[config.mk]
export PLATFORM = sky130hd
export DESIGN_NAME = plic_top
export DESIGN_NICKNAME = d
export VERILOG_FILES = /design/src/common/axil_pkg.sv /design/src/common/plic_pkg.sv /design/src/design/plic_top.sv /design/src/plic_core/plic_core.sv /design/src/design/plic_regs.sv /design/src/axil_slave/plic_axil_slave.sv
export SDC_FILE = /design/constraint.sdc
export NUM_CORES = 1
export LEC_CHECK = 0
export BUFFER_PORTS_ARGS = -buffer_cell sky130_fd_sc_hd__buf_2
export CAP_MARGIN = 20
export CORE_UTILIZATION = 47
export CTS_CLUSTER_DIAMETER = 150
export CTS_CLUSTER_SIZE = 25
export DETAILED_ROUTE_END_ITERATION = 8
export GPL_TIMING_DRIVEN = 0
export HOLD_SLACK_MARGIN = 0.05
export PLACE_DENSITY = 0.93
export SETUP_SLACK_MARGIN = 0.3
export SYNTH_ARGS = -nofsm -noshare
export SYNTH_HDL_FRONTEND = slang
export SYNTH_SLANG_ARGS = --single-unit
[constraint.sdc]
create_clock -name clk -period 4.6 [get_ports clk]
set_input_delay 0.92 -clock clk [delete_from_list [all_inputs] [get_ports clk]]
set_output_delay 0.92 -clock clk [all_outputs]
set_load 0.05 [all_outputs]
[src/common/axil_pkg.sv]
/*
 * AXI-lite channel bundles and the internal single-cycle register bus.
 * No wstrb or prot fields, so writes always cover the full 32-bit word.
 */
package axil_pkg;

    typedef logic [31:0] axil_addr_t;
    typedef logic [31:0] axil_data_t;
    typedef logic [1:0]  axil_resp_t;

    localparam axil_resp_t RESP_OKAY   = 2'b00;
    localparam axil_resp_t RESP_DECERR = 2'b11;

    // fields driven by the bus master
    typedef struct packed {
        logic       awvalid;
        axil_addr_t awaddr;
        logic       wvalid;
        axil_data_t wdata;
        logic       bready;
        logic       arvalid;
        axil_addr_t araddr;
        logic       rready;
    } axil_req_t;

    // fields driven by the slave
    typedef struct packed {
        logic       awready;
        logic       wready;
        logic       bvalid;
        axil_resp_t bresp;
        logic       arready;
        logic       rvalid;
        axil_data_t rdata;
        axil_resp_t rresp;
    } axil_rsp_t;

    // one-cycle strobes, wr and rd are never high together
    typedef struct packed {
        logic       wr;
        logic       rd;
        axil_addr_t addr;
        axil_data_t wdata;
    } reg_req_t;

    // answered combinationally in the strobe cycle
    typedef struct packed {
        axil_data_t rdata;
        logic       err;
    } reg_rsp_t;

    typedef enum logic [1:0] {
        IDLE,
        WAIT_W,
        SEND_B,
        SEND_R
    } axil_state_e;

endpackage

[src/common/plic_pkg.sv]
/*
 * Interrupt controller constants: source count, id encoding and register map.
 * Sources are numbered 1..NUM_IRQS. Id 0 is reserved for "no interrupt".
 */
package plic_pkg;

    // number of level-sensitive interrupt sources
    localparam int NUM_IRQS = 5;

    // id width must hold 0 (none) up to NUM_IRQS
    localparam int IRQ_ID_W = $clog2(NUM_IRQS + 1);

    // one bit per source, bit i belongs to id i+1
    typedef logic [NUM_IRQS-1:0] irq_vec_t;

    // interrupt id, 0 means nothing pending
    typedef logic [IRQ_ID_W-1:0] irq_id_t;

    // register map, byte addresses on the register bus
    // enable mask, read/write
    localparam logic [31:0] ADDR_ENABLE = 32'h0000_0000;
    // claim on read, complete on write
    localparam logic [31:0] ADDR_CLAIM  = 32'h0000_0004;

endpackage
[src/design/plic_top.sv]
/*
 * Controller top: AXI-lite bridge, register block and interrupt core.
 * Single clock domain. irq_in may be asynchronous, level-sensitive.
 */
module plic_top (
    input  logic                clk,
    input  logic                rst_n,
    input  plic_pkg::irq_vec_t  irq_in,
    input  axil_pkg::axil_req_t axi_req,
    output axil_pkg::axil_rsp_t axi_rsp,
    output logic                ext_irq
);
    import axil_pkg::*;
    import plic_pkg::*;

    // register bus between bridge and regs
    reg_req_t reg_req;
    reg_rsp_t reg_rsp;

    // regs to core
    irq_vec_t enable;
    logic     claim;
    logic     complete;
    irq_id_t  complete_id;
    irq_id_t  claim_id;

    plic_axil_slave i_axil_slave (
        .clk     (clk),
        .rst_n   (rst_n),
        .axi_req (axi_req),
        .axi_rsp (axi_rsp),
        .reg_req (reg_req),
        .reg_rsp (reg_rsp)
    );

    plic_regs i_regs (
        .clk         (clk),
        .rst_n       (rst_n),
        .reg_req     (reg_req),
        .reg_rsp     (reg_rsp),
        .enable      (enable),
        .claim       (claim),
        .complete    (complete),
        .complete_id (complete_id),
        .claim_id    (claim_id)
    );

    plic_core i_core (
        .clk         (clk),
        .rst_n       (rst_n),
        .irq_in      (irq_in),
        .enable      (enable),
        .claim       (claim),
        .complete    (complete),
        .complete_id (complete_id),
        .claim_id    (claim_id),
        .ext_irq     (ext_irq)
    );

endmodule

[src/plic_core/plic_core.sv]
/*
 * Interrupt core: two-flop synchronizers, enable masking and a fixed
 * highest-id-wins resolver. Level sources only, one target context.
 * ext_irq is held off from claim until the matching complete.
 */
module plic_core (
    input  logic               clk,
    input  logic               rst_n,
    input  plic_pkg::irq_vec_t irq_in,
    input  plic_pkg::irq_vec_t enable,
    input  logic               claim,
    input  logic               complete,
    input  plic_pkg::irq_id_t  complete_id,
    output plic_pkg::irq_id_t  claim_id,
    output logic               ext_irq
);
    import plic_pkg::*;

    // synchronizer stages
    irq_vec_t irq_meta;
    irq_vec_t irq_sync;
    irq_vec_t pending;

    // handler currently owns serviced_id
    logic     in_service;
    irq_id_t  serviced_id;

    // sources are asynchronous to clk
    always_ff @(posedge clk) begin
        if (!rst_n) begin
            irq_meta <= '0;
            irq_sync <= '0;
        end else begin
            irq_meta <= irq_in;
            irq_sync <= irq_meta;
        end
    end

    assign pending = irq_sync & enable;

    // ascending scan, the last hit is the highest pending source
    always_comb begin
        claim_id = '0;
        for (int i = 0; i < NUM_IRQS; i++) begin
            if (pending[i]) begin
                claim_id = irq_id_t'(i + 1);
            end
        end
    end

    always_ff @(posedge clk) begin
        if (!rst_n) begin
            in_service <= 1'b0;
        end else if (claim) begin
            // an empty claim also drops a stale in-service state
            in_service <= (claim_id != '0);
        end else if (complete && in_service && (complete_id == serviced_id)) begin
            in_service <= 1'b0;
        end
    end

    // captured on every successful claim, later claims overwrite it
    always_ff @(posedge clk) begin
        if (claim && (claim_id != '0)) begin
            serviced_id <= claim_id;
        end
    end

    // notification to the core
    assign ext_irq = (|pending) && !in_service;

    a_serviced_id_valid: assert property (@(posedge clk) disable iff (!rst_n)
        in_service |-> (serviced_id != '0));

    // a successful claim silences the line from the next cycle on
    a_claim_masks_irq: assert property (@(posedge clk) disable iff (!rst_n)
        claim && (claim_id != '0) |=> in_service && !ext_irq);

endmodule

[src/design/plic_regs.sv]
/*
 * Register block: enable mask at ADDR_ENABLE, claim/complete at ADDR_CLAIM.
 * Answers in the strobe cycle. Unmapped addresses flag err and read all ones.
 */
module plic_regs (
    input  logic               clk,
    input  logic               rst_n,
    input  axil_pkg::reg_req_t reg_req,
    output axil_pkg::reg_rsp_t reg_rsp,
    output plic_pkg::irq_vec_t enable,
    output logic               claim,
    output logic               complete,
    output plic_pkg::irq_id_t  complete_id,
    input  plic_pkg::irq_id_t  claim_id
);
    import axil_pkg::*;
    import plic_pkg::*;

    logic hit_enable;
    logic hit_claim;

    assign hit_enable = (reg_req.addr == ADDR_ENABLE);
    assign hit_claim  = (reg_req.addr == ADDR_CLAIM);

    // id written back by the handler, upper bits ignored
    assign complete_id = reg_req.wdata[IRQ_ID_W-1:0];

    // claim on read, complete on write of the same register
    assign claim    = reg_req.rd && hit_claim;
    assign complete = reg_req.wr && hit_claim;

    // read mux and decode error
    always_comb begin
        reg_rsp.err   = 1'b0;
        reg_rsp.rdata = '0;
        if (hit_enable) begin
            // zero-extended mask
            reg_rsp.rdata = axil_data_t'(enable);
        end else if (hit_claim) begin
            reg_rsp.rdata = axil_data_t'(claim_id);
        end else begin
            // easy to spot in a debugger
            reg_rsp.err   = 1'b1;
            reg_rsp.rdata = '1;
        end
    end

    // enable mask, bit i gates source id i+1
    always_ff @(posedge clk) begin
        if (!rst_n) begin
            enable <= '0;
        end else if (reg_req.wr && hit_enable) begin
            enable <= reg_req.wdata[NUM_IRQS-1:0];
        end
    end

endmodule

[src/axil_slave/plic_axil_slave.sv]
/*
 * AXI-lite slave that turns each transaction into one register-bus strobe.
 * One transaction in flight, write wins over read when both arrive in IDLE.
 * Responses are captured at the strobe and held until bready/rready.
 */
module plic_axil_slave (
    input  logic                clk,
    input  logic                rst_n,
    input  axil_pkg::axil_req_t axi_req,
    output axil_pkg::axil_rsp_t axi_rsp,
    output axil_pkg::reg_req_t  reg_req,
    input  axil_pkg::reg_rsp_t  reg_rsp
);
    import axil_pkg::*;

    axil_state_e state;
    axil_state_e state_next;

    // write address held between AW and W
    axil_addr_t  awaddr_q;

    // captured responses
    axil_data_t  rdata_q;
    axil_resp_t  rresp_q;
    axil_resp_t  bresp_q;

    logic        aw_hs;
    logic        w_hs;
    logic        ar_hs;

    // ready/valid come straight from the state
    always_comb begin
        axi_rsp.awready = (state == IDLE);
        // keep arready low while a write is offered so the read waits its turn
        axi_rsp.arready = (state == IDLE) && !axi_req.awvalid;
        axi_rsp.wready  = (state == WAIT_W);
        axi_rsp.bvalid  = (state == SEND_B);
        axi_rsp.bresp   = bresp_q;
        axi_rsp.rvalid  = (state == SEND_R);
        axi_rsp.rdata   = rdata_q;
        axi_rsp.rresp   = rresp_q;
    end

    assign aw_hs = axi_rsp.awready && axi_req.awvalid;
    assign w_hs  = axi_rsp.wready && axi_req.wvalid;
    assign ar_hs = axi_rsp.arready && axi_req.arvalid;

    // register-bus strobe in the W or AR transfer cycle
    always_comb begin
        reg_req.wr    = w_hs;
        reg_req.rd    = ar_hs;
        reg_req.addr  = w_hs ? awaddr_q : axi_req.araddr;
        reg_req.wdata = axi_req.wdata;
    end

    always_comb begin
        state_next = state;
        case (state)
            IDLE: begin
                if (aw_hs) begin
                    state_next = WAIT_W;
                end else if (ar_hs) begin
                    state_next = SEND_R;
                end
            end
            WAIT_W: begin
                if (w_hs) begin
                    state_next = SEND_B;
                end
            end
            SEND_B: begin
                if (axi_req.bready) begin
                    state_next = IDLE;
                end
            end
            SEND_R: begin
                if (axi_req.rready) begin
                    state_next = IDLE;
                end
            end
            default: state_next = IDLE;
        endcase
    end

    always_ff @(posedge clk) begin
        if (!rst_n) begin
            state <= IDLE;
        end else begin
            state <= state_next;
        end
    end

    // payload capture, only meaningful once the matching valid is up
    always_ff @(posedge clk) begin
        if (aw_hs) begin
            awaddr_q <= axi_req.awaddr;
        end
        if (w_hs) begin
            bresp_q <= reg_rsp.err ? RESP_DECERR : RESP_OKAY;
        end
        // rdata sampled once so it stays put under back-pressure
        if (ar_hs) begin
            rdata_q <= reg_rsp.rdata;
            rresp_q <= reg_rsp.err ? RESP_DECERR : RESP_OKAY;
        end
    end

    // read data must not move while the master stalls
    a_rvalid_hold: assert property (@(posedge clk) disable iff (!rst_n)
        axi_rsp.rvalid && !axi_req.rready |=> axi_rsp.rvalid && $stable(axi_rsp.rdata));

    a_strobe_excl: assert property (@(posedge clk) disable iff (!rst_n)
        !(reg_req.wr && reg_req.rd));

endmodule

=== Word-level counts from Yosys, hierarchy flattened ===
Cells that the tools add are included.

* Multiplexer cells: 19
* Reductions and logical operators: 19
* Equality and inequality tests: 9
* Bitwise logic cells: 1

{| class="wikitable"
|+ Operators by type and width
! cell !! count
|-
| two-way mux 32 bit || 2
|-
| == test 32 x 3 -> 1 bit, second input constant || 1
|-
| zero test 32 bit || 1
|-
| two-way mux 2 bit || 8
|-
| logical AND 1 bit || 11
|-
| case mux 2 bit (4 select lines) || 1
|-
| two-way mux 3 bit || 2
|-
| != test 2 bit, second input constant || 3
|-
| AND 5 bit || 1
|-
| two-way mux 1 bit || 5
|-
| two-way mux 5 bit || 1
|-
| OR reduction 5 bit || 1
|-
| == test 2 bit, second input constant || 2
|-
| AND reduction 4 bit || 1
|-
| == test 3 bit || 1
|-
| != test 3 bit, second input constant || 1
|-
| nonzero test 3 bit || 1
|-
| == test 2 x 1 -> 1 bit, second input constant || 1
|-
| zero test 1 bit || 2
|-
| zero test 2 bit || 1
|-
| nonzero test 2 bit || 1
|}

* Register bits: 89
* Input port bits: 108
* Output and inout port bits: 42
* Logic and storage cells: 59

=== Longest topological paths before layout ===
* Depth in word-level cells: 9
* Mapped depth: 7
* Depth with buffers taken out: 6

=== Modules after synthesis ===
Synthesis repeated with hierarchy kept, for this count alone.

* Cell total of the unflattened synthesis: 281
* Area total of the unflattened synthesis: 4037.6 um2

{| class="wikitable"
|+ Modules (own cells, without submodules)
! module !! instances !! area an instance (um2) !! sequential area each (um2) !! cells an instance
|-
| plic_axil_slave || 1 || 2924.1 || 2021.9 || 160
|-
| plic_regs || 1 || 591.8 || 100.1 || 78
|-
| plic_core || 1 || 521.8 || 310.3 || 43
|}

=== Worst setup path after synthesis ===
OpenSTA, ideal clock, no wires.

* Path type: input to register
* Start: in axi_req[100] (netlist bit)
* End: reg i_core.serviced_id[0] (enable)
* Setup time: 0.345 ns
* Stages on the path: 3
* Buffers on the path: 0
* Data arrival time: 2.601 ns
* Data required time: 4.255 ns
* Setup slack: 1.654 ns
* Cells stage by stage: nor3_1 > nand2_1 > nor3_1

* Cells in the longest elaborated chain, start to end: 5

{| class="wikitable"
|+ RTL lines
! what !! line !! RTL
|-
| start, declared || plic_top.sv:9 || <nowiki>input axil_pkg::axil_req_t axi_req,</nowiki>
|-
| zero test 1 bit || plic_axil_slave.sv:35 || <nowiki>axi_rsp.arready = (state == IDLE) && !axi_req.awvalid;</nowiki>
|-
| logical AND 1 bit || plic_axil_slave.sv:35 ||
|-
| logical AND 1 bit || plic_axil_slave.sv:46 || <nowiki>assign ar_hs = axi_rsp.arready && axi_req.arvalid;</nowiki>
|-
| logical AND 1 bit || plic_regs.sv:29 || <nowiki>assign claim = reg_req.rd && hit_claim;</nowiki>
|-
| logical AND 1 bit || plic_core.sv:64 || <nowiki>if (claim && (claim_id != '0)) begin</nowiki>
|-
| end signal, assigned || plic_core.sv:65 || <nowiki>serviced_id <= claim_id;</nowiki>
|-
| end, declared || plic_core.sv:26 || <nowiki>irq_id_t serviced_id;</nowiki>
|}

Every way passes these cells.
A chain may end at the register's enable or synchronous reset.

==> impl_metrics.py <==
metrics = {
    "run_status": {
        "status": "finished, final reports clean",
    },
    "setup_path": {
        "critical_path_class": "flop to primary output",
        "worstSetupEndpointType": "primary output",
        "crit_path_max_fanout": 27,
        "rr_startpoint": "i_axil_slave.awaddr_q[14]$_DFFE_PP_",
        "crit_arrival_ns": 1.65,
        "critical_path.max_stage_delay_ns": 0.85,
        "r2r_slack_ns": 2.33,
        "path_cells": "buf_4 -> buf_2",
        "cp-start-kind": "flop",
        "required_ns": 3.68,
        "ff2ff_path_depth": 5,
        "cpMaxStageDelayCell": "edfxtp_1",
        "timing.rr.end": "i_core.serviced_id[0]$_DFFE_PP_",
    },
    "timing": {
        "hold_viol": 0,
        "slew_headroom": 0.4886,
        "rsz0062_at_grt": "no",
        "tightest_slew_ns": 0.7671,
        "skew_ns": 0.008622,
        "fin_tns_setup_ns": 0,
        "final.period_utilization": 0.5589,
        "setup_viol": 0,
        "fmax_mhz": 389.0,
        "fin_crit_ns": 2.571,
        "drv_slew": 0,
    },
    "cells_and_area": {
        "drive_gt1_frac": 0.5147,
        "area.growth.synth_to_final_pct": 34.60,
        "final_util": 0.6714,
        "fillCellCount": 389,
        "antennaDiodeCount": 0,
        "layout.cells.non_filler": 410,
        "nNetsFinal": 443,
        "post-route-cell-area_um2": 3495,
    },
    "yosys": {
        "yosys.area.top_type": "edfxtp_1",
        "synth_edf_count": 43,
        "ys_seq_elements": 61,
        "syn_inst": 201,
        "ys_warn_count": 0,
        "yosysUniqueCellTypes": 35,
        "synth_top_area_share": 0.4973,
        "syn_area_per_cell_um2": 12.92,
        "netlist_area_um2": 2596,
        "synth_fp_nets": 309,
        "ys.flop_type": "edfxtp_1",
        "yosys-top-cells-area": "edfxtp_1 (50%), dfxtp_1 (14%), buf_4 (8.4%), mux2i_1 (3.5%), nor4_1 (3.1%)",
        "yosysSeqAreaShare": 0.6361,
        "ys_async_sr_fraction": 0,
    },
    "floorplan": {
        "dieHeight_um": 76.33,
        "dieArea_um2": 5826,
        "start_util": 0.4988,
        "rows": 26,
        "fp.coreArea_um2": 5205,
        "fp.dieW_um": 76.33,
        "ios": 150,
    },
    "drt": {
        "ant_nets": 0,
        "dr.first_iter.drc_count": 76,
        "avgRoutedWirePerCell_um": 12.78,
        "firstDrtPassIters": 4,
        "num_vias": 1957,
        "drc": 0,
        "wl_um": 5240,
        "via_per_inst": 4.773,
    },
    "cts": {
        "clockRootBuffer": "clkbuf_8",
        "postCtsSetupBuffers": 0,
        "max-clock-path-buffers": 2,
        "cts.sinks": 61,
        "cts_tree": "yes",
        "cts_buffers": 9,
        "clk_pin_slew_ns": 0.06,
        "clk-insertion-delay-late_ns": 0.33,
        "htreeDepth": 3,
        "ctsResizeCount": 0,
        "hold_buffers": 0,
    },
    "worst_hold_path": {
        "hold_end": "i_core.irq_sync[1]$_SDFF_PN0_",
        "hp-class": "flop to flop",
        "whs_path_depth": 1,
        "hold_start": "i_core.irq_meta[1]$_SDFF_PN0_",
    },
    "flow_run": {
        "cap_violations": 0,
    },
    "power": {
        "ir_worst_vdd_uv": 284.4,
        "power_density_nw_per_um2": 346.2,
        "p_total_mw": 1.210,
        "p_leak_nw": 1.515,
    },
    "placement": {
        "placedCellCount": 394,
        "routabilityCongestion": 0.8411,
        "hpwlAfterDp_um": 4098,
        "postPlaceCellArea_um2": 3322,
        "numPortBuffers": 122,
    },
    "grt": {
        "grt_max_degree": 28,
        "grt_usage": 0.1900,
        "grt_pass1_vias": 1905,
        "grt_pass1_wl_um": 8480,
        "grt_overflow": 0,
        "antenna_found_initial": 0,
    },
}
-- power by group --
part	internal, mW	switching (mW)	total (mW)
Sequential	0.626	0.0131	0.639
Clock	0.226	0.181	0.407
Combinational	0.0641	0.0993	0.163
Total	0.917	0.293	1.21
-- critical path, delay by kind of cell, from the launching register on --
kind,cells,cell delay (ns)
buf+inv,2,0.47
flops,1,0.85
-- per-stage QoR --
step           setup slack, ns  hold WS [ns]
2_1_floorplan            1.654        0.4119
3_3_place_gp             1.891        0.4165
3_5_place_dp             1.812        0.4177
4_1_cts                  1.989        0.4291
5_1_grt                  1.926        0.4548
6_report                 2.029        0.4259
-- worst max path at each step --
stage / start / end / slack, ns
final: i_axil_slave.rdata_q[30]$_SDFFCE_PP0P_ / axi_rsp[12] / 2.03
after global routing: i_axil_slave.rdata_q[30]$_SDFFCE_PP0P_ / axi_rsp[16] / 1.93
after CTS: i_axil_slave.rdata_q[30]$_SDFFCE_PP0P_ / axi_rsp[16] / 1.99
after detailed placement: axi_req[15] / i_core.serviced_id[0]$_DFFE_PP_ / 1.81
after global placement: axi_req[67] / i_core.serviced_id[1]$_DFFE_PP_ / 1.89
after floorplan: axi_req[100] / i_core.serviced_id[0]$_DFFE_PP_ / 1.65
-- cell usage in the layout, fill, tap and decap left out, drive strengths merged, types with 3 or more instances in the layout --
cell / count
buf: 153
edfxtp: 43
nand2: 22
dfxtp: 18
clkbuf: 18
nor4: 14
and2: 12
mux2i: 9
nor2: 7
nand3: 7
nor3: 6
inv: 5
nand4: 3
xnor2: 3
-- cells in the mapped netlist (2+ instances only) --
cell type / n
a21o_2: 2
a21oi_1: 2
and2_1: 12
buf_4: 29
clkbuf_1: 3
dfxtp_1: 18
edfxtp_1: 43
inv_1: 4
mux2i_1: 9
nand2_1: 20
nand2_2: 2
nand3_1: 6
nand4_1: 3
nor2_1: 7
nor2b_1: 2
nor3_1: 6
nor4_1: 13
xnor2_1: 3
-- routing by layer --
layer / wire length (um) / vias to the layer above / GRT usage
li1: - / 974 / -
met1: 2123 / 881 / 0.2113
met2: 2594 / 93 / 0.3216
met3: 429 / 9 / 0.07305
met4: 92 / 0 / 0.08462
met5: 0 / - / 0
-- flip-flops by register name, indices dropped and copies added, names as in the netlist --
signal,cells
i_axil_slave.awaddr_q,32
i_regs.enable,5
i_core.serviced_id,3
i_core.in_service,1
i_core.irq_sync,5
i_axil_slave.state,2
i_axil_slave.bresp_q,1
i_core.irq_meta,5
i_axil_slave.rresp_q,1
i_axil_slave.rdata_q,6
-- cell families after synthesis --
logic type	Yosys count	share of synthesized area
buffers and inverters	38	0.1002
AND/OR/NAND/NOR	75	0.1648
XOR/XNOR	3	0.01012
AO/OA/AOI/OAI	15	0.05398
flip-flops	61	0.6361
multiplexers	9	0.03470
-- layout make-up --
type                    count  area [um^2]  area share
plain buffers              33        240.2     0.06874
clock buffers              15        166.4     0.04762
clock inverters             1        6.256    0.001790
inverters                   5        20.02    0.005729
multi-input cells         102        684.4      0.1958
flip-flops and latches     61         1652      0.4726
well taps                  70        87.58     0.02506
repair buffers            123        638.1      0.1826
Note: power is estimated with default switching activity, not from simulation.
